$ cat config.mk
export PLATFORM = sky130hd
export DESIGN_NAME = cic_decimator
export DESIGN_NICKNAME = d
export VERILOG_FILES = /design/src/rx_decim_pkg.sv /design/src/cic_integrator.sv /design/src/cic_comb.sv /design/src/cic_decimator.sv
export SDC_FILE = /design/constraint.sdc
export NUM_CORES = 2
export LEC_CHECK = 0
export ABC_AREA = 1
export BUFFER_PORTS_ARGS = -buffer_cell sky130_fd_sc_hd__clkbuf_2
export CAP_MARGIN = 25
export CORE_ASPECT_RATIO = 2
export CORE_MARGIN = 10
export CORE_UTILIZATION = 40
export DETAILED_ROUTE_END_ITERATION = 7
export HOLD_SLACK_MARGIN = 0.02
export SLEW_MARGIN = 20
export SYNTH_ARGS = -nofsm -noshare
export SYNTH_HDL_FRONTEND = slang
export SYNTH_SLANG_ARGS = --single-unit
$ cat constraint.sdc
create_clock -name clock -period 3 [get_ports clock]
set_input_delay 0.6 -clock clock [delete_from_list [all_inputs] [get_ports clock]]
set_output_delay 0.6 -clock clock [all_outputs]
set_load 0.05 [all_outputs]
$ cat src/rx_decim_pkg.sv
// rates, widths, FIR taps and sample types shared by the RX decimation chain
// modules import it inside the body, port types use scoped names
package rx_decim_pkg;

  localparam int in_width = 18; // mixer sample width

  // first CIC, decimate by 48
  localparam int s1_rate      = 48;
  localparam int s1_stages    = 4;
  localparam int s1_out_width = 16;

  // second CIC, decimate by 50
  localparam int s2_rate      = 50;
  localparam int s2_stages    = 5;
  localparam int s2_out_width = 17;

  // final FIR, decimate by 2
  localparam int fir_taps      = 8;
  localparam int coef_width    = 9;
  localparam int fir_shift     = 1; // 256 tap sum, halved -> DC gain 128
  localparam int fir_acc_width = s2_out_width + coef_width + 3; // headroom for step overshoot

  // symmetric lowpass, sums to 256
  localparam logic signed [coef_width-1:0] fir_coefs [0:fir_taps-1] = '{
    -9'sd4, 9'sd8, 9'sd36, 9'sd88, 9'sd88, 9'sd36, 9'sd8, -9'sd4
  };

  localparam int out_width = 24; // output sample width

  typedef logic signed [in_width-1:0]     mix_t;
  typedef logic signed [s1_out_width-1:0] s1_out_t;
  typedef logic signed [s2_out_width-1:0] s2_out_t;
  typedef logic signed [out_width-1:0]    out_t;

  // register growth of an N-stage CIC with differential delay 1
  function automatic int cic_growth(input int stages, input int rate);
    return stages * $clog2(rate); // 24 for stage 1, 30 for stage 2
  endfunction

endpackage

$ cat src/cic_integrator.sv
// one CIC integrator stage, accumulates on strobe
// data type set per instance so one module serves both accumulator widths
`timescale 1ns/1ps

module cic_integrator #(
  parameter type data_t = logic signed [31:0]
) (
  input  logic  clock,
  input  logic  rst_all,
  input  logic  strobe,   // input sample valid
  input  data_t in_data,
  output data_t out_data  // running sum
);

  always_ff @(posedge clock) begin
    if (rst_all) begin
      out_data <= '0;
    end else if (strobe) begin
      out_data <= out_data + in_data; // wraps mod 2^width, fine for CIC
    end
  end

endmodule

$ cat src/cic_comb.sv
// one CIC comb stage, differentiates at the decimated rate
// delay of one output sample, updates only on the output strobe
`timescale 1ns/1ps

module cic_comb #(
  parameter type data_t = logic signed [31:0]
) (
  input  logic  clock,
  input  logic  rst_all,
  input  logic  strobe,   // decimated sample valid
  input  data_t in_data,
  output data_t out_data  // x[n] - x[n-1]
);

  data_t prev_data; // x[n-1]

  always_ff @(posedge clock) begin
    if (rst_all) begin
      prev_data <= '0;
      out_data  <= '0;
    end else if (strobe) begin
      prev_data <= in_data;
      out_data  <= in_data - prev_data; // modular difference undoes integrator wrap
    end
  end

endmodule

$ cat src/cic_decimator.sv
// generic CIC decimator, integrators at input rate and combs at output rate
// full precision inside, output is the top out_bits of the last comb
`timescale 1ns/1ps

module cic_decimator #(
  parameter int stages   = rx_decim_pkg::s1_stages,
  parameter int rate     = rx_decim_pkg::s1_rate,
  parameter int in_bits  = rx_decim_pkg::in_width,
  parameter int out_bits = rx_decim_pkg::s1_out_width
) (
  input  logic                       clock,
  input  logic                       rst_all,
  input  logic                       in_strobe,  // input sample valid
  input  logic                       out_strobe, // decimated sample tick
  input  logic signed [in_bits-1:0]  in_data,
  output logic signed [out_bits-1:0] out_data
);

  import rx_decim_pkg::*;

  // 42 bits for stage 1, 46 for stage 2
  localparam int acc_bits = in_bits + cic_growth(stages, rate);

  typedef logic signed [acc_bits-1:0] acc_t;

  acc_t integ_data [0:stages]; // [0] is the extended input
  acc_t comb_data  [0:stages]; // [0] is the last integrator

  assign integ_data[0] = acc_t'(in_data); // sign extend

  for (genvar k = 0; k < stages; k++) begin : g_integ
    cic_integrator #(
      .data_t(acc_t)
    ) integ_i (
      .clock   (clock),
      .rst_all (rst_all),
      .strobe  (in_strobe),
      .in_data (integ_data[k]),
      .out_data(integ_data[k+1])
    );
  end

  assign comb_data[0] = integ_data[stages]; // sampled only on out_strobe

  for (genvar k = 0; k < stages; k++) begin : g_comb
    cic_comb #(
      .data_t(acc_t)
    ) comb_i (
      .clock   (clock),
      .rst_all (rst_all),
      .strobe  (out_strobe),
      .in_data (comb_data[k]),
      .out_data(comb_data[k+1])
    );
  end

  // drop low bits, floor rounding
  assign out_data = comb_data[stages][acc_bits-1 -: out_bits];

endmodule

Yosys cells after proc, flatten, opt, wreduce, memory -nomap -nowiden
Cells that the tools add are included.
Widths: inputs -> output; s select.

word-level totals
  register bits = 504
  input port bits = 22
  output and inout port bits = 16

operators by class
  add/subtract/negate cells = 8

operators with widths
  operator        number
  $sub 42x42->42  4
  $add 42x42->42  3
  $add 42x18->42  1

Logic depth before layout (Yosys ltp)
  depth after elaboration = 1
  mapped depth = 16

By module
A second synthesis with hierarchy kept.

second synthesis, totals
  cells, all modules = 7741
  area total of the unflattened synthesis = 44241.2 um^2

by module, submodules not included
  module                            times used  cells an instance  area an instance (um^2)  seq. area each (um^2)
  cic_integrator                    4           870                4764.6                   840.8
  cic_comb at g_comb[1].comb_i ...  2           1068               6336.1                   1681.6
  cic_comb at g_comb[0].comb_i      1           1064               6256.0                   1681.6
  cic_comb at g_comb[3].comb_i      1           1061               6254.7                   1681.6

Least setup slack after synthesis
No wires, ideal clock.

  path kind = input port to flip-flop
  start = input port in_data[0]
  end = register g_integ[0].integ_i.out_data[32] (netlist bit)
  library setup time = 0.109 ns
  arrival time = 1.965 ns
  required time = 2.891 ns
  path slack = 0.926 ns
  cell stages on the path = 13
  cell sequence = ha_1 > inv_1 > fa_1 > nor2_1 > o21ai_1 > nand2_1 > nand2_1 > nand3_2 > nand2_1 > nand3_1 > nand3_1 > nand2_1 > inv_1

between the ends
  longest elaborated chain between the ends = 1

RTL lines
  item                  RTL line              source
  start, declared       cic_decimator.sv:15   input logic signed [in_bits-1:0] in_data,
  $add 42x18->42        cic_integrator.sv:19  out_data <= out_data + in_data;
  end signal, assigned  cic_integrator.sv:19
  end, declared         cic_integrator.sv:12  output data_t out_data

Every way passes these cells.
A chain may end at the register's enable or synchronous reset.

Final worst setup path
  start = register g_comb[3].comb_i.prev_data[26] (netlist bit)
  end = register g_comb[3].comb_i.out_data[29] (netlist bit)

between the ends
  longest elaborated chain between the ends = 1

RTL lines
  item                    RTL line        source
  start, declared         cic_comb.sv:15  data_t prev_data;
  start signal, assigned  cic_comb.sv:22  prev_data <= in_data;
  $sub 42x42->42          cic_comb.sv:23  out_data <= in_data - prev_data;
  end signal, assigned    cic_comb.sv:23
  end, declared           cic_comb.sv:12  output data_t out_data

Every way passes these cells.

==> metrics.yaml <==
clocking:
  root_buffer: "clkbuf_16"
  cts_hold_buf: 0
  cts_made_buffers: 52
  cts_resized: 0
  cts_tree: "done"
  cts_buffer_depth: 3
  cts_setup_buffers: 0
  clock_sinks: 478
  path_clk_slew_ns: 0.07
  clkLatencyLatePin_ns: 0.67
  htreeDepth: 2
layout:
  area.growth.synth_to_final_pct: 8.78
  antennaDiodeCount: 0
  nets: 7996
  stdcell_count: 9054
  nFillCells: 11900
  drive_above_1_share_pct: 5.20
  multi_input_area_mm2: 0.0269
  seqCellArea_mm2: 0.00957
  final_cell_area_mm2: 0.0470
sta:
  finalHoldViolCount: 0
  worstMarginPinSlew_ns: 0.922
  drv_slew: 0
  period_share_pct: 92.2
  period_needed_ns: 2.77
  skew_ns: 0.0375
  finalWorstSetupSlack_ns: 0.233
  finalSetupTns_ns: 0
  setup_viol: 0
  rsz0062_at_grt: "false"
  fmax_ghz: 0.361
  slew_headroom_pct: 37.9
logic_synthesis:
  yosys_warnings: 0
  synth_ff_type: "dfxtp_1"
  netlist_instances: 7647
  ys_seq_area_share_pct: 22.2
  yosysUniqueCellTypes: 41
  synth_fp_nets: 8003
  yosys_register_bits: 478
  synth.avg_cell_area_um2: 5.65
  synth_edf_count: 0
  synthArstFlopShare_pct: 0
  synthesis.area_mm2: 0.0432
routing:
  wl_um: 166000
  ant_nets: 0
  avgRoutedWirePerCell_um: 18.4
  drc: 0
  drt_iter0_drc: 1861
  avgViaCountPerCell: 4.94
  num_vias: 44700
  first_pass_iters: 6
die:
  dieWidth_um: 252
  core_mm2: 0.107
  initial_core_util_pct: 40.3
  dieArea_mm2: 0.122
  dieHeight_um: 485
  num_rows: 170
  io_pins: 38
worst_setup_path:
  crit_type: "flip-flop to flip-flop"
  r2r_cells: 11
  worstReg2RegStart: "g_comb[3].comb_i.prev_data[26]$_SDFFE_PP0P_"
  crit_chain: "inv_1 -> ha_1 -> nand2_1 -> nor2_1 -> nand2_1 -> nor3_1 -> o21ai_0 -> nand3_1 -> nand3_1 -> nand2_1 -> inv_1"
  worstPathArrival_ns: 3.31
  required_ns: 3.54
  critical-path-slowest-cell: "ha_1"
  crit_path_max_fanout: 5
  reg2reg_to: "g_comb[3].comb_i.out_data[29]$_SDFFE_PP0P_"
  r2r_slack_ns: 0.23
  startpoint: "g_comb[3].comb_i.prev_data[26]$_SDFFE_PP0P_"
  cp-end-kind: "flip-flop"
  crit_buf_inv: 2
  critPathMostFrequentCell: "nand2_1"
  critPathLaunchType: "flip-flop"
  cp_top_family: "simple AND/OR/NAND/NOR gates"
  cpPeakStageDelay_ns: 0.49
placement:
  place_ws_ns: 0.208
  dpl_cell_area_mm2: 0.0451
  gp_congestion: 1.02
  port_buffers: 37
  dpl.cell_count: 8962
  post-dp-hpwl_um: 136000
grt:
  grt_max_degree: 133
  grt_pass1_wl_um: 248000
  overflow: 0
  antenna_found_initial: 0
  track_usage_pct: 26.8
  grt_pass1_vias: 45600
pwr:
  power_density_mw_per_mm2: 606
  p_leak_uw: 0.0275
  peakVddDrop_mv: 0.446
flow_run:
  cap_violations: 0
min_path:
  hold_depth: 4
  min_from: "in_data[0]"
  hold_path_end: "g_integ[0].integ_i.out_data[0]$_SDFFE_PP0P_"
  hold_class: "input pin to flip-flop"
outcome:
  status: "completed"
[worst reg2reg max path: cells and delay by family, from the launching register on]
family,cells,cell delay (ns)
simple gates,7,1.41
fa+ha+maj,1,0.49
compound gates,1,0.37
flops,1,0.31
buf+inv,2,0.09
[cell families (layout without fill, tap and decap cells)]
| logic type | count (synthesis) | in the layout | share of synthesized area, % |
|---|---|---|---|
| simple gates | 3946 | 3946 | 37.6 |
| compound gates | 980 | 980 | 11.9 |
| fa+ha+maj | 334 | 334 | 9.80 |
| xor+xnor | 149 | 149 | 3.02 |
| flops | 478 | 478 | 22.2 |
| buf+inv | 1760 | 1791 | 15.6 |
[sequential cells by signal, indices dropped and copies added (netlist names)]
signal                    cells
g_integ.integ_i.out_data    168
g_comb.comb_i.prev_data     168
g_comb.comb_i.out_data      142
[area by class of cell]
cell class | instances | share of cell area (%)
Timing Repair Buffer | 113 | 1.91
Multi-Input combinational cell | 5409 | 57.3
Inverter | 1586 | 12.7
Clock buffer | 66 | 3.16
Sequential cell | 478 | 20.4
Clock inverter | 26 | 0.940
Tap cell | 1376 | 3.66
[synth_stat cells, types with 25 or more instances]
master | n | share of area [%]
a21oi_1 | 450 | 5.2
and2_1 | 30 | 0.43
buf_2 | 25 | 0.29
clkbuf_1 | 115 | 1.0
dfxtp_1 | 478 | 22
ha_1 | 327 | 9.5
inv_1 | 1571 | 14
nand2_1 | 2248 | 20
nand2_2 | 55 | 0.80
nand3_1 | 382 | 4.4
nand3_2 | 51 | 1.2
nand4_1 | 28 | 0.41
nor2_1 | 1037 | 9.0
nor2_2 | 54 | 0.78
o21ai_0 | 405 | 4.7
o21ai_1 | 28 | 0.32
o21bai_1 | 47 | 0.82
xor2_1 | 138 | 2.8
[layout by cell type, fill, tap and decap left out, types with 4 or more instances in the layout]
master and count:
a31oi_1 10, o211ai_1 10, or2_0 7, a21oi_2 5, nand3_2 51, clkbuf_8 13, nand4_1 28, and2_1 30
xnor2_1 11, buf_4 67, inv_2 13, nor2_2 54, o21ai_1 28, bufinv_16 11, fa_1 7, a21o_1 22
or2_1 4, nand2_2 55, clkbuf_2 34, buf_12 9, clkinvlp_4 4, dfxtp_1 478, inv_1 1570, o21bai_1 47
o21ai_0 405, ha_1 327, a21oi_1 450, nand2_1 2248, nor2_1 1037, nor2_4 9, nor3_1 21, clkbuf_16 53
clkinv_2 7, nand3_1 382, nor4_1 12, xor2_1 138
[worst max-delay path by stage]
stage / endpoint / slack, ns / cells after the start
finish: g_comb[3].comb_i.out_data[29]$_SDFFE_PP0P_ / 0.23 / 11
global route: g_comb[3].comb_i.out_data[29]$_SDFFE_PP0P_ / 0.08 / 11
CTS: g_comb[3].comb_i.out_data[29]$_SDFFE_PP0P_ / 0.38 / 11
detailed placement: g_integ[0].integ_i.out_data[41]$_SDFFE_PP0P_ / 0.21 / 12
global placement: g_integ[0].integ_i.out_data[41]$_SDFFE_PP0P_ / 0.17 / 12
floorplan: g_integ[0].integ_i.out_data[32]$_SDFFE_PP0P_ / 0.93 / 13
[where the power goes]
group          switching (µW)  leakage (µW)  internal [µW]  total (µW)
sequential                572       0.00397           7080        7660
combinational            9210        0.0226           4050       13300
clock                    3100      0.000940           4440        7540
total                   12900        0.0275          15600       28500
[layer usage]
metal	global-route usage [%]	part of all wire, %	vias to the layer above
met1	17.7	27	19700
met2	57.2	58	927
met3	2.64	2.2	659
li1	-	-	23400
met4	29.4	13	0
met5	0	0	-
[stage by stage]
stage	hold slack [ns]	utilization, %	total power, µW
after floorplan	0.437	-	16600
after global placement	0.444	42.0	20800
after detailed placement	0.452	42.0	20900
after CTS	0.246	43.8	28500
after global routing	0.307	43.8	30400
final	0.281	43.8	28500
(Power assumes the default switching activity.)
