==> src/rx_decim_pkg.sv <==
// rates, widths, FIR taps and sample types shared by the RX decimation chain
// modules import it inside the body, port types use scoped names
package rx_decim_pkg;

  localparam int in_width = 18; // mixer sample width

  // first CIC, decimate by 48
  localparam int s1_rate      = 48;
  localparam int s1_stages    = 4;
  localparam int s1_out_width = 16;

  // second CIC, decimate by 50
  localparam int s2_rate      = 50;
  localparam int s2_stages    = 5;
  localparam int s2_out_width = 17;

  // final FIR, decimate by 2
  localparam int fir_taps      = 8;
  localparam int coef_width    = 9;
  localparam int fir_shift     = 1; // 256 tap sum, halved -> DC gain 128
  localparam int fir_acc_width = s2_out_width + coef_width + 3; // headroom for step overshoot

  // symmetric lowpass, sums to 256
  localparam logic signed [coef_width-1:0] fir_coefs [0:fir_taps-1] = '{
    -9'sd4, 9'sd8, 9'sd36, 9'sd88, 9'sd88, 9'sd36, 9'sd8, -9'sd4
  };

  localparam int out_width = 24; // output sample width

  typedef logic signed [in_width-1:0]     mix_t;
  typedef logic signed [s1_out_width-1:0] s1_out_t;
  typedef logic signed [s2_out_width-1:0] s2_out_t;
  typedef logic signed [out_width-1:0]    out_t;

  // register growth of an N-stage CIC with differential delay 1
  function automatic int cic_growth(input int stages, input int rate);
    return stages * $clog2(rate); // 24 for stage 1, 30 for stage 2
  endfunction

endpackage

==> src/decim_strobe_gen.sv <==
// single-cycle rate strobes for the two CIC stages
// strobe_s1 every 48 clocks, strobe_s2 every 50th strobe_s1
`timescale 1ns/1ps

module decim_strobe_gen (
  input  logic clock,
  input  logic rst_all,
  output logic strobe_s1, // 1 in 48
  output logic strobe_s2  // 1 in 2400, one clock after strobe_s1
);

  import rx_decim_pkg::*;

  localparam int cnt1_bits = $clog2(s1_rate);
  localparam int cnt2_bits = $clog2(s2_rate);

  logic [cnt1_bits-1:0] cnt1; // clock count within one s1 period
  logic [cnt2_bits-1:0] cnt2; // s1 count within one s2 period

  always_ff @(posedge clock) begin
    if (rst_all) begin
      cnt1      <= '0;
      strobe_s1 <= 1'b0;
    end else if (cnt1 == cnt1_bits'(s1_rate - 1)) begin
      cnt1      <= '0;
      strobe_s1 <= 1'b1;
    end else begin
      cnt1      <= cnt1 + 1'b1;
      strobe_s1 <= 1'b0;
    end
  end

  always_ff @(posedge clock) begin
    if (rst_all) begin
      cnt2      <= '0;
      strobe_s2 <= 1'b0;
    end else begin
      strobe_s2 <= 1'b0; // default, pulse only
      if (strobe_s1) begin
        if (cnt2 == cnt2_bits'(s2_rate - 1)) begin
          cnt2      <= '0;
          strobe_s2 <= 1'b1;
        end else begin
          cnt2 <= cnt2 + 1'b1;
        end
      end
    end
  end

endmodule

==> config.mk <==
export PLATFORM = sky130hd
export DESIGN_NAME = decim_strobe_gen
export DESIGN_NICKNAME = d
export VERILOG_FILES = /design/src/rx_decim_pkg.sv /design/src/decim_strobe_gen.sv
export SDC_FILE = /design/constraint.sdc
export NUM_CORES = 1
export LEC_CHECK = 0
export BUFFER_PORTS_ARGS = -buffer_cell sky130_fd_sc_hd__buf_2
export CORE_AREA = 2 2 39 41
export DETAILED_ROUTE_END_ITERATION = 12
export DIE_AREA = 0 0 41 43
export GPL_ROUTABILITY_DRIVEN = 0
export GPL_TIMING_DRIVEN = 0
export PLACE_DENSITY = 0.63
export SKIP_LAST_GASP = 1
export SLEW_MARGIN = 20
export SYNTH_ARGS = -nofsm -noshare
export SYNTH_HDL_FRONTEND = slang
export SYNTH_SLANG_ARGS = --single-unit
==> constraint.sdc <==
create_clock -name clock -period 2.6 [get_ports clock]
set_clock_uncertainty 0.2 [all_clocks]
set_input_delay 0.13 -clock clock [delete_from_list [all_inputs] [get_ports clock]]
set_output_delay 0.13 -clock clock [all_outputs]
set_load 0.005 [all_outputs]
Word-level counts from Yosys, hierarchy flattened:

Index checks and enable logic that the tools add are counted.

* output and inout bits: 2
* RAM bits: 0
* bits in latches: 0
* register bits: 14
* memories kept: 0
* memory bits (read-only): 0
* input port bits: 2

* multipliers: 0
* bitwise operators: 1
* add/sub/neg operators: 2
* reductions and logical operators: 2
* multiplexer cells: 3
* equal/unequal tests: 2
* magnitude comparators: 0
* divide/modulo/power cells: 0
* shift operators: 0

Operators with widths (number)
* 6-bit by 1-bit adder with 6-bit output (second input constant): 2
* 6-bit == test (second input constant): 2
* 6-bit 2-to-1 mux: 1
* 2-bit OR reduction: 2
* 1-bit 2-to-1 mux: 2
* 1-bit NOT: 1

Logic depth before layout (Yosys ltp):

Gate-level depths: netlist of run 1.

* word-level depth: 2
* mapped depth: 5

Worst setup path before layout of run 1:

No wires, ideal clock.

* kind: reg-to-reg
* from: register strobe_s1
* to: register cnt2[5]
* clock period less this slack: 1332 ps
* path slack: 1268 ps
* data required time: 2334 ps
* cell stages (with the launch flop): 5
* data arrival time: 1066 ps
* cells stage by stage: dfxtp_1 > buf_4 > nand4_2 > or3_1 > a21oi_2

RTL lines
* start, declared: RTL line decim_strobe_gen.sv:8 `output logic strobe_s1,`
* start signal, assigned: RTL line decim_strobe_gen.sv:23 `strobe_s1 <= 1'b0;`
* start signal, assigned: RTL line decim_strobe_gen.sv:26 `strobe_s1 <= 1'b1;`
* start signal, assigned: RTL line decim_strobe_gen.sv:29 `strobe_s1 <= 1'b0;`
* end signal, assigned: RTL line decim_strobe_gen.sv:44 `cnt2 <= cnt2 + 1'b1;`
* end, declared: RTL line decim_strobe_gen.sv:18 `logic [cnt2_bits-1:0] cnt2;`

Final worst setup path of run 1:

* from: register cnt1[0]
* to: register cnt1[4]

* word-level cells in the longest chain between the ends: 2
* elaborated cells on any way between the ends: 3
* those cells by class: add/sub: 1; eq/ne: 1; reduce/logical: 1

RTL lines
* start, declared: RTL line decim_strobe_gen.sv:17 `logic [cnt1_bits-1:0] cnt1;`
* start signal, assigned: RTL line decim_strobe_gen.sv:28 `cnt1 <= cnt1 + 1'b1;`
* branches (longest 2 deep; another with 6-bit by 1-bit adder with 6-bit output)

Parallel ways; which one is timed is not known.
A chain may end at the register's enable or synchronous reset.

==> impl_metrics.yaml, run 1 <==
run_status:
  status: "complete, no violations"
routing:
  drtIter0Drc: 6
  wl_per_cell_um: 10.1
  via_per_inst: 4.69
  drc_errors: 0
  ant_nets: 0
  first_pass_iters: 3
  num_vias: 389
  wl_um: 839
grt:
  first_global_vias: 347
  grtUsageTotal_pct: 12.9
  grt_pass1_wl_um: 1430
  grt_overflow: 0
  grt_max_degree: 9
  antenna_found_initial: 0
synth:
  synth_cell_type_count: 21
  synth_top_family_by_area: "simple AND/OR/NAND/NOR gates"
  synth_simple_gate_area_share_pct: 21.5
  synth_nets: 64
  synth_adder_area_share_pct: 6.65
  synth.top_cell.area_share_pct: 49.7
  yosys_warnings: 0
  netlist_area_um2: 564
  synth-seq-cells: 14
  synth_mux_area_share_pct: 0
  synth_xor_area_share_pct: 10.9
  synth.largest_area_cell: "dfxtp_1"
  synth_area_leaders: "dfxtp_1, xor2_1, ha_1"
  ys_seq_area_share_pct: 49.7
  syn_inst: 59
  synth_compound_area_share_pct: 7.98
  syn_area_per_cell_um2: 9.56
clocking:
  cts-root-buf: "clkbuf_4"
  h-tree-depth: 1
  cts_made_buffers: 3
  clkTransAtPathRegs_ps: 90
  clock_latency_ps: 280
  cts_setup_buffers: 0
  clock_sinks: 14
  cts_resized: 0
  clockBufferDepth: 2
  cts_tree: "yes"
timing:
  fmax_ghz: 0.684
  hold_viol_final: 0
  relSlewSlack_pct: 75.5
  period_needed_ps: 1460
  setup_violations: 0
  rsz0062_at_grt: "no"
  setup-tns-final_ps: 0
  min_period_over_period_pct: 56.2
  final-max-slew-violation-count: 0
  tightestPinTransition_ps: 365
floorplanning:
  coreArea_mm2: 0.00138
  pin_count: 4
  die_h_um: 43
  num_rows: 14
  start_util_pct: 40.8
  die_width_um: 41
  die_area_mm2: 0.00176
setup_path:
  crit_path_start: "cnt1[0]"
  critPathKind: "flop to flop"
  startpoint_type: "flop"
  endpoint_kind: "flop"
  critPathCapture: "cnt1[4]"
  worstPathRequired_ps: 2570
  reg2reg_to: "cnt1[4]"
  r2r_slack_ps: 1140
  ff2ff_path_depth: 4
  critPathArrivalTime_ps: 1430
  r2r_start: "cnt1[0]"
  crit_fanout: 5
final_layout:
  antennaDiodeCount: 0
  layout-drive-gt1-share_pct: 16.4
  areaGrowthSynthToFinish_pct: 14.4
  stdcell_count: 83
  fillCellCount: 140
  final_nets: 73
worst_hold_path:
  hold_depth: 1
  hp-class: "flop to flop"
power_and_ir_drop:
  p_leak_nw: 0.255
  power_uw: 390
  ir_worst_vdd_mv: 0.252
  power_density_mw_per_mm2: 604
placement:
  placed_cells: 78
  dp_hpwl_um: 602
  port_buffers: 3
job:
  max_cap_violations: 0
power by group:
group / internal, mW / switching, mW
clock network: 0.0852 / 0.0707
registers: 0.218 / 0.00274
logic: 0.00567 / 0.00727
cell usage after synthesis (all sizes together):
cell type  number
dfxtp          14
nor2           10
xor2            5
nand2           4
o21ai           4
ha              3
inv             3
a21oi           2
nand3           2
nand4           2
nor3            2
or3             2
xnor2           2
a211oi          1
buf             1
nand2b          1
nand4bb         1
metrics by stage:
| stage | setup slack (ps) | area [um2] | util, % | hold WS [ps] |
|---|---|---|---|---|
| 6_report | 1140 | 646 | 46.7 | 260 |
| 5_1_grt | 1010 | 646 | 46.7 | 286 |
| 4_1_cts | 1130 | 646 | 46.7 | 260 |
| 3_5_place_dp | 1130 | 599 | 43.3 | 154 |
| 3_3_place_gp | 1170 | 599 | 43.3 | 142 |
| 2_1_floorplan | 1270 | 564 | - | 2.38 |
worst min path at each step:
stage | to | slack (ps) | from
floorplan | cnt1[2] | 2 | rst_all
global placement | cnt1[2] | 140 | rst_all
detailed placement | cnt1[2] | 150 | rst_all
CTS | cnt1[0] | 260 | cnt1[0]
global route | cnt1[0] | 290 | cnt1[0]
finish | cnt1[0] | 260 | cnt1[0]
sequential cells by signal, indices dropped and copies added (netlist names):
name,cells
cnt1,6
strobe_s1,1
cnt2,6
strobe_s2,1
cells in the final DEF (no fill, tap or decap):
| cell | instances |
|---|---|
| clkbuf_4 | 3 |
| ha_1 | 3 |
| a21oi_1 | 1 |
| nand2_1 | 4 |
| a211oi_1 | 1 |
| nand2b_1 | 1 |
| or3_1 | 2 |
| clkbuf_8 | 1 |
| nand3_1 | 2 |
| o21ai_0 | 2 |
| buf_4 | 1 |
| dlygate4sd3_1 | 1 |
| o21ai_1 | 1 |
| nand4_2 | 1 |
| nand4_1 | 1 |
| buf_2 | 3 |
| nand4bb_1 | 1 |
| xor2_1 | 5 |
| dfxtp_1 | 14 |
| xnor2_1 | 2 |
| nor3_1 | 2 |
| nor2_1 | 10 |
| a21oi_2 | 1 |
| inv_1 | 3 |
| o21ai_2 | 1 |
worst max-delay path, cell delays in order (launching register included):
cell and delay (ps):
dfxtp_1 360, ha_1 190, nand3_1 150, o21ai_1 360, nor2_1 90
routing by layer:
metal	track usage [%]	vias to the layer above	share of wire, %
met4	10.0	0	3.5
met1	15.6	167	51
met3	7.85	5	5.4
met5	0	-	0
li1	-	211	-
met2	15.6	6	40
timing repair:
| action | CTS | global route |
|---|---|---|
| endpoints found under the hold margin | 3 | 0 |
| hold buffers | 1 | 0 |
| endpoints found under the setup margin | 0 | 0 |
cells by family after synthesis:
kind of cell / count (synthesis)
AOI/OAI and AO/OA: 7
xor gates and xnor gates: 7
adders and majority gates: 3
DFF: 14
buffers and inverters: 4
and+or+nand+nor: 24
final cells by class:
class / instances / area, um2 / area share (%)
sequential: 14 / 280 / 43.4
buffer: 1 / 7.51 / 1.16
inverter: 3 / 11.3 / 1.74
clock buffer: 4 / 36.3 / 5.62
multi-input combinational: 41 / 265 / 41.1
tap: 16 / 20.0 / 3.10
timing repair buffer: 4 / 25.0 / 3.88
No activity file was read; power rests on OpenSTA's default activity.
==> inputs of run 2 (changes only) <==
ABC_AREA = 1   (was not set)
CORE_AREA = not set   (was 2 2 39 41)
CORE_UTILIZATION = 50   (was not set)
DIE_AREA = not set   (was 0 0 41 43)
PLACE_DENSITY = 0.74   (was 0.63)
clock period = 1.18 ns   (was 2.6 ns; I/O delays follow)
==> impl_metrics.yaml, run 2 <==
run_status:
  status: "finished, violations left"
  violations: "setup timing"
power_and_ir_drop:
  p_comb_share_pct: 5.9
  p_leak_nw: 0.315
  p_switching_uw: 181
  swShare_pct: 20.7
  ir_worst_vdd_mv: 0.769
  seqPwrFrac_pct: 56.0
  cellInternalPower_uw: 694
  power_density_mw_per_mm2: 1050
  power_frac_clock_pct: 38.0
final_layout:
  final_cell_mix: "nand2_1, nor2_1, inv_1"
  final_nets: 104
  layout-drive-gt1-share_pct: 33.7
  final_area_um2: 832
  largest_registers: "cnt1 (6), cnt2 (6)"
  areaGrowthSynthToFinish_pct: 27.9
  final_common_cell: "nand2_1"
  antennaDiodeCount: 0
  stdcell_count: 112
  postLayoutCoreUtil_pct: 72.0
timing:
  period_needed_ps: 1240
  fmax_ghz: 0.805
  setup_violations: 9
  rsz0062_at_grt: "yes"
  relSlewSlack_pct: 84.9
  hold_viol_final: 0
  fin_ws_ps: -62.5
  min_period_over_period_pct: 105
  setup-tns-final_ps: -322
  final-max-slew-violation-count: 0
  tightestPinTransition_ps: 227
grt:
  top_usage_layer: "met2"
  first_global_vias: 465
  grt_max_degree: 9
  grtUsageTotal_pct: 19.4
  grt_overflow: 0
  antenna_found_initial: 0
  grt_pass1_wl_um: 1900
  use_met2_pct: 30.9
  use_met3_pct: 8.72
  grtUsageMet1_pct: 23.4
routing:
  first_pass_iters: 2
  num_vias: 510
  drc_errors: 0
  drtIter0Drc: 7
  wl_per_cell_um: 9.92
  ant_nets: 0
  wl_um: 1110
  via_per_inst: 4.55
synth:
  synth-edff-count: 0
  synth_common_cells: "nand2_1, dfxtp_1, nor2_1, inv_1, nand3_1"
  async_flop_share_pct: 0
  synthFlopType: "dfxtp_1"
  netlist_area_um2: 651
  yosysMostFrequentCell: "nand2_1"
  synth-seq-cells: 14
  synth.largest_area_cell: "dfxtp_1"
  synth.top_cell.area_share_pct: 43.1
  syn_area_per_cell_um2: 7.75
  ys_seq_area_share_pct: 43.1
  synth_nets: 89
  yosys_warnings: 0
  synth_area_leaders: "dfxtp_1, nand2_1, nor2_1"
  synth_cell_type_count: 20
  syn_inst: 84
clocking:
  clock_sinks: 14
  clock_latency_ps: 280
  cts_made_buffers: 3
  clkTransAtPathRegs_ps: 90
  cts-root-buf: "clkbuf_4"
  cts_tree: "yes"
  h-tree-depth: 1
  clockBufferDepth: 2
setup_path:
  r2r_start: "cnt2[1]"
  ff2ff_path_depth: 6
  critPathArrivalTime_ps: 1200
  reg2reg_to: "cnt2[0]"
  r2r_slack_ps: -60
  endpoint_kind: "flop"
  critPathKind: "flop to flop"
  startpoint_type: "flop"
  crit_fanout: 5
  worstPathRequired_ps: 1140
floorplanning:
  pin_count: 4
  die_h_um: 38.1
  num_rows: 12
  start_util_pct: 56.3
  die_area_mm2: 0.00145
  die_width_um: 38.1
  coreArea_mm2: 0.00116
worst_hold_path:
  hold_end: "cnt1[4]"
  min_from: "cnt1[4]"
  hold_depth: 2
  hp-class: "flop to flop"
placement:
  port_buffers: 3
  dp_slack_ps: -88.1
  dp_hpwl_um: 733
  placed_cell_area_um2: 713
  placed_cells: 101
job:
  max_cap_violations: 0
## run 2: how the worst max path moves through the flow
stage | slack [ps] | start | depth (start not counted) | to
floorplan | 6 | cnt1[1] | 4 | cnt1[3]
global placement | -70 | cnt1[0] | 4 | cnt1[3]
detailed placement | -90 | cnt1[0] | 4 | cnt1[3]
CTS | -70 | cnt2[1] | 6 | cnt2[1]
global route | -140 | cnt2[1] | 6 | cnt2[1]
finish | -60 | cnt2[1] | 6 | cnt2[0]
## run 2: cells by family (layout without fill, tap and decap cells)
| family | count (synthesis) | after routing | synth area share (%) |
|---|---|---|---|
| AO/OA/AOI/OAI | 6 | 6 | 6.73 |
| XOR/XNOR | 4 | 4 | 5.39 |
| adder cells (fa/ha/maj) | 3 | 3 | 5.77 |
| buffers and inverters | 13 | 27 | 8.65 |
| flip-flops | 14 | 14 | 43.1 |
| AND/OR/NAND/NOR | 44 | 44 | 30.4 |
## run 2: timing repair
| action | CTS | global route |
|---|---|---|
| setup buffers | 5 | 1 |
| gates resized for setup | 5 | 5 |
| endpoints found under the setup margin | 11 | 14 |
| pin swaps | 6 | 3 |
| endpoints found under the hold margin | 10 | 0 |
| hold buffers | 1 | 0 |
## run 2: layout make-up
cell class | instances | area [um2]
buffer | 1 | 11.3
clock buffer | 4 | 36.3
fill | 87 | 324
inverter | 12 | 45.0
multi-input combinational | 57 | 359
sequential | 14 | 293
tap | 14 | 17.5
timing repair buffer | 10 | 70.1
## run 2: metal layers
| layer | up-vias | wire (um) |
|---|---|---|
| met5 | - | 0 |
| met4 | 0 | 0 |
| met3 | 0 | 37 |
| met2 | 6 | 547 |
| met1 | 218 | 527 |
| li1 | 286 | - |
## run 2: power groups by stage
stage               clock network (mW)  registers, mW  logic (mW)
finish                           0.333          0.491      0.0520
CTS                              0.347          0.490      0.0526
detailed placement                   0          0.505      0.0357
global placement                     0          0.505      0.0329
floorplan                            0          0.503      0.0259
global route                     0.371          0.492      0.0570
## run 2: critical path, cell delays in order, from the launching register on
cell and delay [ps]:
dfxtp_2 330, inv_2 70, ha_4 110, nand2_1 40, nand3b_1 190, nand2_2 150
nor2_1 50
## run 2: metrics by stage
| step | hold WS (ps) | total power, mW |
|---|---|---|
| 6_report | 291 | 0.876 |
| 5_1_grt | 305 | 0.921 |
| 4_1_cts | 290 | 0.890 |
| 3_5_place_dp | 68.1 | 0.541 |
| 3_3_place_gp | 66.2 | 0.538 |
| 2_1_floorplan | -74.1 | 0.529 |
