[config.mk]
export PLATFORM = sky130hd
export DESIGN_NAME = fir_decim2
export DESIGN_NICKNAME = d
export VERILOG_FILES = /design/src/rx_decim_pkg.sv /design/src/fir_decim2.sv
export SDC_FILE = /design/constraint.sdc
export NUM_CORES = 1
export LEC_CHECK = 0
export ABC_AREA = 1
export BUFFER_PORTS_ARGS = -buffer_cell sky130_fd_sc_hd__buf_2
export CORE_MARGIN = 1
export CORE_UTILIZATION = 40
export CTS_CLUSTER_DIAMETER = 100
export DETAILED_ROUTE_END_ITERATION = 12
export GPL_TIMING_DRIVEN = 0
export PLACE_DENSITY = 0.53
export SLEW_MARGIN = 40
export SYNTH_ARGS = -nofsm -noshare
export SYNTH_HDL_FRONTEND = slang
export SYNTH_SLANG_ARGS = --single-unit
[constraint.sdc]
create_clock -name clock -period 8.32 [get_ports clock]
set_input_delay 2.496 -clock clock [delete_from_list [all_inputs] [get_ports clock]]
set_output_delay 2.496 -clock clock [all_outputs]
set_load 0.005 [all_outputs]
[src/rx_decim_pkg.sv]
// rates, widths, FIR taps and sample types shared by the RX decimation chain
// modules import it inside the body, port types use scoped names
package rx_decim_pkg;

  localparam int in_width = 18; // mixer sample width

  // first CIC, decimate by 48
  localparam int s1_rate      = 48;
  localparam int s1_stages    = 4;
  localparam int s1_out_width = 16;

  // second CIC, decimate by 50
  localparam int s2_rate      = 50;
  localparam int s2_stages    = 5;
  localparam int s2_out_width = 17;

  // final FIR, decimate by 2
  localparam int fir_taps      = 8;
  localparam int coef_width    = 9;
  localparam int fir_shift     = 1; // 256 tap sum, halved -> DC gain 128
  localparam int fir_acc_width = s2_out_width + coef_width + 3; // headroom for step overshoot

  // symmetric lowpass, sums to 256
  localparam logic signed [coef_width-1:0] fir_coefs [0:fir_taps-1] = '{
    -9'sd4, 9'sd8, 9'sd36, 9'sd88, 9'sd88, 9'sd36, 9'sd8, -9'sd4
  };

  localparam int out_width = 24; // output sample width

  typedef logic signed [in_width-1:0]     mix_t;
  typedef logic signed [s1_out_width-1:0] s1_out_t;
  typedef logic signed [s2_out_width-1:0] s2_out_t;
  typedef logic signed [out_width-1:0]    out_t;

  // register growth of an N-stage CIC with differential delay 1
  function automatic int cic_growth(input int stages, input int rate);
    return stages * $clog2(rate); // 24 for stage 1, 30 for stage 2
  endfunction

endpackage

[src/fir_decim2.sv]
// 8-tap halfband-style FIR, decimate by 2, I and Q share one tap sequencer
// serial MAC over 8 clocks, out_strobe 10 clocks after the starting in_strobe
`timescale 1ns/1ps

module fir_decim2 (
  input  logic                  clock,
  input  logic                  rst_all,
  input  logic                  in_strobe, // new sample from stage 2
  input  rx_decim_pkg::s2_out_t in_i,
  input  rx_decim_pkg::s2_out_t in_q,
  output logic                  out_strobe,
  output rx_decim_pkg::out_t    out_i,
  output rx_decim_pkg::out_t    out_q
);

  import rx_decim_pkg::*;

  localparam int tap_bits  = $clog2(fir_taps);
  localparam int prod_bits = s2_out_width + coef_width;

  typedef logic signed [fir_acc_width-1:0] acc_t;
  typedef logic signed [prod_bits-1:0]     prod_t;

  s2_out_t             dly_i [0:fir_taps-1]; // [0] newest
  s2_out_t             dly_q [0:fir_taps-1];
  logic                phase;   // set after an odd input, compute on the next one
  logic                busy;    // MAC running
  logic                last;    // final tap accumulated, acc is complete
  logic [tap_bits-1:0] tap;
  acc_t                acc_i;
  acc_t                acc_q;
  prod_t               prod_i;
  prod_t               prod_q;

  // both channels use the same coefficient each cycle
  assign prod_i = dly_i[tap] * fir_coefs[tap];
  assign prod_q = dly_q[tap] * fir_coefs[tap];

  always_ff @(posedge clock) begin
    if (rst_all) begin
      phase      <= 1'b0;
      busy       <= 1'b0;
      last       <= 1'b0;
      tap        <= '0;
      out_strobe <= 1'b0;
      out_i      <= '0;
      out_q      <= '0;
      for (int k = 0; k < fir_taps; k++) begin
        dly_i[k] <= '0; // stale history would leak into the first outputs
        dly_q[k] <= '0;
      end
    end else begin
      out_strobe <= 1'b0;
      last       <= 1'b0;

      if (in_strobe) begin
        dly_i[0] <= in_i;
        dly_q[0] <= in_q;
        for (int k = 1; k < fir_taps; k++) begin
          dly_i[k] <= dly_i[k-1];
          dly_q[k] <= dly_q[k-1];
        end
        phase <= ~phase;
        if (phase) begin
          busy <= 1'b1; // every second sample
          tap  <= '0;
        end
      end

      if (busy) begin
        tap <= tap + 1'b1;
        if (tap == tap_bits'(fir_taps - 1)) begin
          busy <= 1'b0;
          last <= 1'b1;
        end
      end

      if (last) begin
        out_i      <= out_t'(acc_i >>> fir_shift); // gain 128 overall
        out_q      <= out_t'(acc_q >>> fir_shift);
        out_strobe <= 1'b1;
      end
    end
  end

  // accumulators, cleared at the start of each computation
  always_ff @(posedge clock) begin
    if (in_strobe && phase) begin
      acc_i <= '0;
      acc_q <= '0;
    end else if (busy) begin
      acc_i <= acc_i + prod_i;
      acc_q <= acc_q + prod_q;
    end
  end

endmodule

After elaboration in Yosys (flattened, before gate mapping):

Memory sizes are Yosys's and may differ from the RTL's. A register that Yosys moved wholly into a read port is not among the register bits.
Index checks and enable logic that the tools add are counted.

* register bits: 113
* memory bits (writable): 272
* ROM bits: 72
* input port bits: 37
* output and inout port bits: 49
* word-level logic and storage cells: 79
* memories: 3

* add/subtract/negate cells: 3
* multiply operators: 2
* order comparisons: 1
* equal/unequal tests: 1
* muxes and demuxes: 36
* bitwise logic cells: 19
* reductions and logical operators: 5

Memories
* dly_i: depth 8, width 17, rd ports 8, clocked after Yosys merged registers in 1, write ports 8, line fir_decim2.sv:24 `s2_out_t dly_i [0:fir_taps-1];`
* dly_q: depth 8, width 17, rd ports 8, clocked after Yosys merged registers in 1, write ports 8, line fir_decim2.sv:25 `s2_out_t dly_q [0:fir_taps-1];`
* (name not given): depth 8, width 9, rd ports 1, clocked after Yosys merged registers in 0, write ports 0, line fir_decim2.sv:37 `assign prod_q = dly_q[tap] * fir_coefs[tap];`

Operators with widths (number)
* 17-bit two-way mux: 16
* 29-bit by 26-bit adder with 29-bit output: 2
* 17-bit by 9-bit multiplier with 26-bit output: 2
* 3-bit two-way mux: 7
* 9-bit two-way mux: 2
* 1-bit bitwise OR: 16
* 1-bit two-way mux: 11
* 4-bit greater-or-equal comparator (second input constant): 1
* 3-bit NOT with 4-bit output: 1
* 2-bit nonzero test: 2
* 3-bit by 1-bit adder with 3-bit output (second input constant): 1
* 3-bit equality test (second input constant): 1
* 1-bit NOT: 2
* 2-bit AND reduction: 1
* 2-bit OR reduction: 1
* 1-bit logical AND: 1

Logic depth before layout (Yosys ltp):

Gate-level depths: netlist of run 1.

* depth in word-level cells: 6
* depth in mapped cells: 34
* gate-level depth less buffers: 30

Worst setup path after synthesis of run 1:

No wires, ideal clock.

* path type: input port to flip-flop
* from: input rst_all
* to: memory dly_i[0][0] in the netlist's numbering (enable)
* data arrival time: 6.065 ns
* data required time: 7.799 ns
* slack: 1.734 ns
* cell stages on the path: 2
* cell sequence: clkbuf_1 -> or2_2

RTL lines
* start, declared: line fir_decim2.sv:7 `input logic rst_all,`
* end, declared: line fir_decim2.sv:24

Worst setup path in the final report of run 1:

* from: register tap[0]
* to: register acc_q[23]

* cells in the longest elaborated chain, start to end: 6

Ends and longest elaborated chain
* start, declared: line fir_decim2.sv:29 `logic [tap_bits-1:0] tap;`
* start signal, assigned: line fir_decim2.sv:71 `tap <= tap + 1'b1;`
* 3-bit NOT with 4-bit output (implied by the code): line fir_decim2.sv:37
* memory 8 x 9 bit
* 9-bit two-way mux (implied by the code) (2 in a row): line fir_decim2.sv:37
* 17-bit by 9-bit multiplier with 26-bit output: line fir_decim2.sv:37
* 29-bit by 26-bit adder with 29-bit output: line fir_decim2.sv:93 `acc_q <= acc_q + prod_q;`
* end signal, assigned: line fir_decim2.sv:93
* end, declared: line fir_decim2.sv:31 `acc_t acc_q;`

Every way passes these cells. The select of a mux whose other input is x is not followed.
A chain may end at the register's enable or synchronous reset.

==> results of run 1 <==
-- worst min path at each step --
stage / slack [ns] / to / cells after the start / startpoint
2_1_floorplan: 0.45 / out_q[21] / 2 / acc_q[22]
3_3_place_gp: 0.47 / out_i[12] / 2 / out_i[12]
3_5_place_dp: 0.48 / out_q[23] / 2 / out_q[23]
4_1_cts: 0.49 / out_q[23] / 2 / out_q[23]
5_1_grt: 0.52 / out_q[23] / 2 / out_q[23]
6_report: 0.49 / out_q[23] / 2 / out_q[23]
-- logic make-up (layout without fill, tap and decap cells) --
| group | after synthesis | in the layout |
|---|---|---|
| and+or+nand+nor | 946 | 946 |
| buffers and inverters | 863 | 1026 |
| AOI/OAI and AO/OA | 505 | 505 |
| DFF | 374 | 374 |
| adders and majority gates | 353 | 353 |
| xor gates and xnor gates | 26 | 26 |
| other | 1 | 2 |
-- per-layer routing --
metal	part of all wire [%]	vias to the layer above
met5	0	-
met4	2.7	0
met3	4.6	96
met2	47	561
met1	45	9461
li1	-	9837
-- worst reg2reg max path: cells and delay by family (launching register included) --
family | cells | cell delay, ns
AO/OA/AOI/OAI | 3 | 0.84
adder cells (fa/ha/maj) | 7 | 3.29
buffers and inverters | 6 | 1.60
flip-flops | 1 | 0.42
AND/OR/NAND/NOR | 6 | 0.65
-- cell usage in the layout (no fill, tap or decap), types with 13 or more instances in the layout --
cell	Yosys	layout
a21oi_1	229	229
buf_1	18	18
buf_2	20	103
clkbuf_1	70	76
clkbuf_16	0	43
dfxtp_1	102	102
edfxtp_1	272	272
fa_1	202	202
ha_1	151	151
inv_1	725	725
inv_2	13	13
nand2_1	259	259
nand3_1	126	126
nand4_1	19	19
nor2_1	502	501
nor2_2	17	18
o21ai_0	220	220
xor2_1	14	14
-- flip-flops by register name, summed over array words and instances, names as in the netlist, named ones only --
register    cells
dly_i         136
phase           1
out_q          23
dly_q         136
tap             3
last            1
out_i          23
acc_i          23
acc_q          23
out_strobe      1
busy            1
-- stage by stage --
step / setup slack, ns / utilization [%] / hold WS [ns] / cells / TNS [ns]
floorplan: 1.73 / - / 0.448 / 3069 / 0
global placement: -0.0282 / 42.9 / 0.471 / 4007 / -2.54
detailed placement: 1.45 / 43.1 / 0.476 / 4014 / 0
CTS: 1.44 / 45.1 / 0.492 / 4087 / 0
global route: 1.14 / 45.1 / 0.517 / 4087 / 0
finish: 1.44 / 45.1 / 0.486 / 4087 / 0
-- final cells by class --
cell class | instances | area, µm²
tap | 855 | 1070
inverter | 739 | 2770
sequential | 374 | 10200
clock inverter | 18 | 114
timing repair buffer | 90 | 563
fill | 6549 | 35500
multi-input combinational | 1832 | 12700
buffer | 124 | 594
clock buffer | 55 | 1150
==> metrics.csv, run 1 <==
stage;metric;value;unit
detailed_routing;antenna_left;0;
die;die-area;66700;µm²
die;start_util;40.6;%
worst_setup_path;cp.arrival;7.36;ns
clocking;cts_root_buf;clkbuf_16;
synthesis;synth.yosys.warnings;0;
clocking;clock-sinks;374;
clocking;post_cts_buffers;0;
outcome;outcome;finished, final reports clean;
worst_setup_path;r2r_cells;22;
clocking;ctsResizeCount;0;
detailed_routing;avgRoutedWirePerCell;18.0;µm
clocking;clk_path_buf_depth;3;
timing;rsz0062_at_grt;false;
layout;nNetsFinal;3594;
worst_setup_path;endpoint_kind;register;
die;rows;93;
global_route;grt_pass1_vias;20200;
global_route;overflow;0;
layout;fin_area;29200;µm²
synthesis;synth-adder-area-share;22.6;%
timing;slew_violations;0;
synthesis;synth_xor_area_share;0.896;%
synthesis;yosysSeqAreaShare;38.9;%
timing;fmax;145;MHz
clocking;cts_tree;built;
placement;hpwl;58500;µm
detailed_routing;route.detailed.drc;0;
detailed_routing;dr.pass1.iters;6;
synthesis;synth.cell_area;26300;µm²
synthesis;yosys.area_share.simple;14.7;%
detailed_routing;drtIter0Drc;1383;
job;maxCapViolCount;0;
synthesis;netlist.area_leader.share;31.1;%
global_route;antenna_found_initial;0;
worst_setup_path;crit_required;8.79;ns
synthesis;yosysTopAreaCell;edfxtp_1;
synthesis;async_reset_ff_share;0;%
detailed_routing;wirelength;73500;µm
layout;diodes;0;
die;fp.dieH;258;µm
global_route;grt_max_degree;42;
clocking;hold_buffers;0;
layout;drive_above_1_share;7.18;%
clocking;insertion_delay;0.58;ns
die;pin_count;86;
placement;io_buffers;83;
worst_setup_path;cp-startpoint;tap[0];
worst_setup_path;path_buf_inv;6;
worst_hold_path;min_path_type;reg2reg;
synthesis;synth_area_per_cell;8.56;µm²
worst_setup_path;cp_num_cells;22;
global_route;grt-busiest-layer;met2;
timing;finClkSkew;0.0186;ns
global_route;grt_use_met3;2.19;%
timing;worst_slew_pin_slew;0.823;ns
timing;slew-limit-headroom;45.1;%
worst_setup_path;path_common_cell;fa_1;
global_route;grt_pass1_wl;114000;µm
timing;fin_crit;6.88;ns
placement;place_area;27900;µm²
placement;gp_congestion;0.925;
die;die_w;258;µm
die;core_area;64700;µm²
clocking;htree_levels;2;
worst_setup_path;r2r-end;acc_q[23];
worst_setup_path;max_stage_delay;0.68;ns
timing;setup_viol;0;
synthesis;netlist_instances;3068;
detailed_routing;routed-via-count;20000;
clocking;numCtsBuffers;43;
synthesis;yosysMostFrequentCell;inv_1;
worst_setup_path;cp_top_family;adder cells;
clocking;clk_pin_slew;0.06;ns
detailed_routing;viasPerCell;4.88;
worst_setup_path;path_max_fanout;10;
timing;finalCritPeriodShare;82.8;%
worst_setup_path;worstSetupPathType;reg2reg;
worst_setup_path;crit_slowest_cell;clkbuf_1;
synthesis;synth_seq_cells;374;
global_route;track_usage;22.4;%
worst_setup_path;cp_cell_sequence;inv_1 -> ha_1 -> clkbuf_1 -> clkbuf_1 -> nor2_1 -> fa_1 -> fa_1 -> fa_1 -> fa_1 -> inv_1 -> fa_1 -> inv_1 -> ha_1 -> a21oi_1 -> a21boi_0 -> nand2_1 -> nand2_1 -> nand3_1 -> nand2_1 -> nand3_1 -> o211ai_1 -> inv_1;
worst_setup_path;cp-endpoint;acc_q[23];
timing;finalHoldViolCount;0;
global_route;grtUsageMet1;29.8;%
synthesis;synth_top_family_by_area;adder cells;
layout;syn2layout_area_growth;11.1;%
synthesis;synth.distinct_cells;46;
global_route;use_met2;38.4;%
synthesis;synthMuxAreaShare;0;%
worst_setup_path;startpoint_type;register;
worst_setup_path;worstReg2RegStart;tap[0];
synthesis;synth_compound_area_share;10.1;%
worst_setup_path;r2r_slack;1.44;ns
synthesis;synth_ff_type;edfxtp_1;
synthesis;synth_commonest_cells;725 x inv_1, 502 x nor2_1, 272 x edfxtp_1, 259 x nand2_1, 229 x a21oi_1;
synthesis;ys_top_cells_by_area;edfxtp_1 31%, fa_1 15%, inv_1 10%;
synthesis;synth_edf_count;272;
Power of run 1 is left out: the tool's default activity adds up to more than one toggle a clock period on the data nets, which glitch-free logic cannot reach.
==> run 2, diff against run 1 <==
- ABC_AREA: 1 -> 0
- PLACE_DENSITY: 0.53 -> 0.56
- clock period: 8.32 -> 6.3 ns (I/O delays scaled with it)
==> run 2 against run 1 <==
Net effect: critical path depth is the same; worst setup slack lost 1.2 ns; sequential share of layout area shrank 0.16 points; routed wire length shrank 18%; highest routed layer is now met5.
==> metrics.csv, run 2 <==
stage;metric;value;unit;change
layout;drive_above_1_share;16.5;%;+9.3 points
synthesis;yosysTopAreaCell;edfxtp_1;;
layout;final_common_cell;inv_1;;
clocking;htree_levels;2;;unchanged
global_route;overflow;0;;unchanged
synthesis;synth.cell_area;25200;µm²;-4.0%
global_route;antenna_found_initial;2;;+2
clocking;numCtsBuffers;43;;unchanged
die;pin_count;86;;unchanged
worst_setup_path;cp.arrival;6.58;ns;-0.78 ns
synthesis;synth.yosys.warnings;0;;unchanged
timing;slew_violations;0;;unchanged
synthesis;async_reset_ff_share;0;%;unchanged
worst_setup_path;path_max_fanout;7;;-3
clocking;hold_buffers;0;;unchanged
worst_setup_path;worstSetupPathType;reg2reg;;
detailed_routing;dr.pass1.iters;8;;+2
detailed_routing;route.detailed.drc;0;;unchanged
synthesis;netlist_instances;2134;;-30%
layout;reg_top3;dly_i x136, dly_q x136;;
worst_setup_path;endpoint_kind;register;;
worst_setup_path;crit_required;6.78;ns;-2.01 ns
synthesis;yosysMostFrequentCell;inv_1;;
layout;multi_input_area;14000;µm²;+10%
timing;worst_slew_pin_slew;0.803;ns;-0.0200 ns
placement;place_ws;-0.764;ns;-2.21 ns
global_route;grt_pass1_wl;94500;µm;-17%
worst_setup_path;startpoint_type;register;;
detailed_routing;routed-via-count;15600;;-22%
global_route;grt_pass1_vias;16400;;-19%
detailed_routing;wirelength;60400;µm;-18%
timing;setup_viol;0;;unchanged
die;rows;91;;-2.2%
global_route;grt_max_degree;43;;+2.4%
synthesis;yosysSeqAreaShare;40.5;%;+1.6 points
layout;syn2layout_area_growth;16.3;%;
timing;fin_crit;6.10;ns;-0.780 ns
outcome;outcome;finished, final reports clean;;
detailed_routing;drtIter0Drc;1107;;-20%
die;start_util;40.6;%;+0.050 points
placement;io_buffers;83;;unchanged
synthesis;synth_commonest_cells;319 x inv_1, 272 x edfxtp_1, 232 x and2_1, 202 x fa_1, 168 x nor2_1;;
synthesis;synth_ff_type;edfxtp_1;;
placement;hpwl;45600;µm;-22%
placement;gp_congestion;0.900;;-2.7%
worst_hold_path;min_path_type;reg2reg;;
synthesis;netlist.area_leader.share;32.4;%;+1.3 points
detailed_routing;antenna_left;0;;unchanged
timing;fmax;164;MHz;+13%
die;fp.dieH;253;µm;-2.0%
synthesis;ys_top_cells_by_area;edfxtp_1 32%, fa_1 16%, dfxtp_1 8.1%;;
synthesis;synth_area_per_cell;11.8;µm²;+38%
global_route;track_usage;19.3;%;-3.1 points
detailed_routing;viasPerCell;4.93;;+0.88%
clocking;clk_pin_slew;0.06;ns;about the same
job;maxCapViolCount;0;;unchanged
clocking;clk_path_buf_depth;3;;unchanged
clocking;cts_root_buf;clkbuf_16;;
timing;slew-limit-headroom;46.5;%;+1.3 points
layout;filler_cell_count;5628;;-14%
layout;regArea;10200;µm²;about the same
die;die-area;64100;µm²;-3.9%
timing;hold_ws;0.483;ns;-0.00321 ns
timing;finalHoldViolCount;0;;unchanged
timing;setup_slack;0.196;ns;-1.24 ns
synthesis;synth_edf_count;272;;unchanged
synthesis;synth.distinct_cells;60;;+30%
clocking;cts_tree;built;;
detailed_routing;avgRoutedWirePerCell;19.0;µm;+5.8%
clocking;insertion_delay;0.59;ns;about the same
layout;utilization;47.3;%;+2.2 points
layout;layout_common_cells;319 x inv_1, 272 x edfxtp_1, 232 x and2_1, 201 x fa_1, 162 x nor2_1;;
synthesis;synth_seq_cells;374;;unchanged
layout;nNetsFinal;2697;;-25%
die;die_w;253;µm;-2.0%
timing;finClkSkew;0.0128;ns;-0.00588 ns
timing;finalCritPeriodShare;96.9;%;+14 points
clocking;clock-sinks;374;;unchanged
die;core_area;62100;µm²;-4.1%
run 2: cell count changes after synthesis, sizes merged, moves of 73 or more:
cell / change
inv: -416
nand2: -221
mux2i: +105
nor2b: +73
o21ai: -204
and2: +231
nand3: -123
nor2: -352
a21oi: -201
run 2: cell families (layout without fill, tap and decap cells):
group	count (synthesis)	count (layout)	synth area share [%]
fa+ha+maj	353	353	23.5
mux	178	178	10.6
simple gates	622	622	13.3
other cells	1	3	0.0149
compound gates	133	133	3.45
xor+xnor	59	59	2.21
flops	374	374	40.5
buf+inv	414	615	6.43
run 2: path summary, 6_finish.rpt:
kind	from	end	slack, ns	depth (start not counted)
hold / removal	out_q[4]	out_q[4]	0.48	2
hold reg to reg	out_q[4]	out_q[4]	0.48	2
setup reg to reg	register	acc_q[17]	0.20	22
setup / recovery	register	acc_q[17]	0.20	22
run 2: worst max-delay path: stages, from the launching register on:
cell and delay, ns:
dfxtp_2 0.33, buf_6 0.15, buf_12 0.16, clkbuf_16 0.17
buf_4 0.11, mux4_2 0.51, mux2i_4 0.31, nand2_1 0.12
fa_1 0.46, fa_1 0.50, inv_1 0.05, fa_1 0.45
fa_1 0.49, inv_1 0.05, fa_1 0.47, inv_1 0.04
ha_1 0.25, or3_1 0.43, o22ai_4 0.23, o21ai_2 0.12
a311oi_2 0.30, mux2i_1 0.23, nor2_1 0.06
run 2: per-layer routing:
metal | vias up | global-route usage, % | routed length, µm
met5 | - | 0 | 60
met4 | 4 | 6.87 | 1660
met3 | 99 | 2.38 | 2640
met2 | 384 | 30.4 | 27600
met1 | 7756 | 27.4 | 28400
li1 | 7390 | - | -
run 2: metrics by stage:
| stage | TNS, ns | std cells | instance area, µm² |
|---|---|---|---|
| 2_1_floorplan | 0 | 2135 | 25200 |
| 3_3_place_gp | -444.68 | 3055 | 26700 |
| 3_5_place_dp | -13.12 | 3062 | 26800 |
| 4_1_cts | -0.0359 | 3137 | 28600 |
| 5_1_grt | -0.0431 | 3173 | 29300 |
| 6_report | 0 | 3174 | 29300 |
run 2: area by class of cell:
type / count / area share [%]
clock buffer: 59 / 4.02
multi-input combinational: 1347 / 47.8
buffer: 89 / 1.93
timing repair buffer: 129 / 3.29
clock inverter: 15 / 0.457
tap: 837 / 3.57
antenna: 1 / 0.00853
sequential: 374 / 34.8
inverter: 323 / 4.13
run 2: timing repair:
| action | in CTS | in global routing |
|---|---|---|
| pin swaps | 1 | 15 |
| setup endpoints to repair | 28 | 23 |
| gates cloned | 0 | 6 |
| resized for setup | 86 | 76 |
| setup buffers | 2 | 30 |
Power of run 2 is left out for the same reason.
==> run 3, diff against run 2 <==
- RECOVER_POWER: not set -> 50
- REMOVE_ABC_BUFFERS: not set -> 1
==> run 3 against run 2 <==
Net effect: the run now ends with capacitance limit, slew limit left; flip-flop and latch count unchanged; sequential share of layout area up 0.093 points; die area unchanged; final area barely moved; critical path depth decreased by 2; register-to-register slack worse by 0.03 ns; core utilization is essentially flat; non-clock buffer count shrank 65; critical path type unchanged; largest cell class unchanged.
==> metrics.csv, run 3 (same netlist as run 2, synthesis figures left out) <==
stage;metric;value;unit;change
detailed_routing;route.detailed.drc;0;;unchanged
worst_setup_path;worstSetupPathType;reg2reg;;
layout;utilization;47.2;%;about the same
timing;hold_ws;0.486;ns;+0.00262 ns
timing;fin_tns_setup;0;ns;unchanged
worst_setup_path;cp_top_family;adder cells;;
die;pin_count;86;;unchanged
detailed_routing;dr.pass1.iters;5;;-3
placement;hpwl;37600;µm;-17%
layout;filler_cell_count;5650;;+0.39%
placement;io_buffers;83;;unchanged
timing;finClkSkew;0.0134;ns;+0.000634 ns
clocking;cts_tree;built;;
layout;syn2layout_area_growth;16.2;%;about the same
timing;setup_viol;0;;unchanged
clocking;clock-sinks;374;;unchanged
layout;layout_common_cells;318 x inv_1, 272 x edfxtp_1, 201 x fa_1, 179 x and2_1, 163 x nor2_1;;
worst_setup_path;crit_required;6.75;ns;-0.03 ns
die;start_util;40.6;%;unchanged
global_route;grt_pass1_wl;85200;µm;-9.9%
worst_setup_path;cp.arrival;6.59;ns;about the same
timing;fmax;163;MHz;-0.43%
worst_setup_path;path_common_cell;fa_1;;
timing;finalHoldViolCount;0;;unchanged
worst_setup_path;r2r-end;acc_q[22];;
clocking;cts_root_buf;clkbuf_16;;
timing;slew-limit-headroom;-123;%;-170 points
worst_hold_path;worstHoldStart;out_q[5];;
die;die-area;64100;µm²;unchanged
layout;reg_top3;dly_i x136, dly_q x136;;
worst_setup_path;startpoint_type;register;;
detailed_routing;drtIter0Drc;815;;-26%
global_route;grt_max_degree;64;;+49%
placement;gp_congestion;0.832;;-7.5%
worst_setup_path;max_stage_delay;0.55;ns;+0.04 ns
layout;drive_above_1_share;16.1;%;-0.37 points
clocking;numCtsBuffers;44;;+2.3%
worst_hold_path;min_path_type;reg2reg;;
layout;multi_input_area;14000;µm²;about the same
global_route;antenna_found_initial;0;;-2
outcome;failed_checks;capacitance limit, slew limit;;
timing;fin_crit;6.13;ns;+0.0264 ns
worst_setup_path;r2r_cells;20;;-9.1%
worst_hold_path;holdPathEnd;out_q[5];;
detailed_routing;avgRoutedWirePerCell;16.6;µm;-13%
clocking;clk_path_buf_depth;3;;unchanged
detailed_routing;antenna_left;0;;unchanged
layout;instances_no_fill;3115;;-1.9%
worst_setup_path;cp_cell_sequence;buf_4 -> clkbuf_16 -> mux4_2 -> mux2i_4 -> and2_1 -> fa_1 -> fa_1 -> fa_1 -> fa_1 -> inv_1 -> fa_1 -> inv_1 -> ha_2 -> a2111oi_4 -> o21ai_2 -> a32oi_2 -> nand2_2 -> a21oi_2 -> xor2_2 -> o21ai_1;;
timing;finalCritPeriodShare;97.3;%;+0.42 points
worst_hold_path;min_path_cells;2;;unchanged
worst_setup_path;r2r_slack;0.17;ns;-0.03 ns
clocking;htree_levels;2;;unchanged
die;die_w;253;µm;unchanged
die;core_area;62100;µm²;unchanged
outcome;outcome;finished with violations;;
global_route;overflow;0;;unchanged
detailed_routing;routed-via-count;15100;;-3.4%
timing;worst_slew_pin_slew;3.34;ns;+2.54 ns
worst_setup_path;endpoint_kind;register;;
job;maxCapViolCount;2;;+2
placement;dp_cells;2994;;-2.2%
die;rows;91;;unchanged
clocking;clk_pin_slew;0.06;ns;about the same
clocking;hold_buffers;0;;unchanged
timing;slew_violations;80;;+80
layout;regArea;10200;µm²;+0.17%
die;fp.dieH;253;µm;unchanged
layout;nNetsFinal;2633;;-2.4%
worst_setup_path;path_max_fanout;11;;+4
global_route;track_usage;16.6;%;-2.7 points
timing;rsz0062_at_grt;true;;
layout;final_common_cell;inv_1;;
detailed_routing;viasPerCell;4.85;;-1.6%
worst_setup_path;crit_slowest_cell;mux4_2;;
global_route;grt_pass1_vias;15900;;-3.0%
layout;diodes;0;;-1
worst_setup_path;path_buf_inv;4;;-3
clocking;insertion_delay;0.57;ns;-0.02 ns
detailed_routing;wirelength;51700;µm;-14%
## run 3: changes by cell type in the layout (fill, tap and decap cells not counted), sizes merged
cell,delta
buf,-30
bufinv,+4
clkbuf,-34
clkinvlp,+2
diode,-1
## run 3: repair_timing
item | CTS | global route
buffers inserted | 7 | 30
setup endpoints to repair | 21 | 21
resized for setup | 37 | 68
pin swaps | 2 | 7
cloned | 1 | 2
## run 3: layout make-up
| type | instances | share of cell area [%] |
|---|---|---|
| inverters | 323 | 4.15 |
| clock inverters | 21 | 0.897 |
| flip-flops and latches | 374 | 34.9 |
| well taps | 837 | 3.57 |
| clock buffers | 60 | 4.16 |
| repair buffers | 153 | 4.51 |
| multi-input cells | 1347 | 47.8 |
## run 3: per-layer routing
metal | up-vias | GRT usage [%] | wire length, µm
li1 | 7275 | - | -
met2 | 222 | 25.4 | 23000
met4 | 0 | 3.50 | 874
met5 | - | 0 | 0
met1 | 7545 | 24.8 | 25900
met3 | 62 | 2.49 | 1890
## run 3: worst min-delay path, cell delays in order, from the launching register on
cell     delay, ns
dfxtp_1       0.32
mux2i_1       0.06
nor2_1        0.07
## run 3: how the worst max path moves through the flow
stage	depth (start not counted)	end	slack, ns	start
floorplan	19	acc_q[23]	-1.86	register
global placement	3	dly_i[0][10]	-6.12	rst_all
detailed placement	19	acc_q[22]	-0.72	register
CTS	20	acc_i[23]	-0.02	register
global route	21	acc_q[22]	-0.07	register
finish	20	acc_q[22]	0.17	register
## run 3: per-stage QoR
| step | setup slack [ns] | area (µm²) |
|---|---|---|
| 5_1_grt | -0.0691 | 29300 |
| 6_report | 0.169 | 29300 |
| 3_3_place_gp | -6.12 | 26300 |
| 2_1_floorplan | -1.86 | 24800 |
| 4_1_cts | -0.0247 | 28800 |
| 3_5_place_dp | -0.717 | 27000 |
Power of run 3 is left out for the same reason.
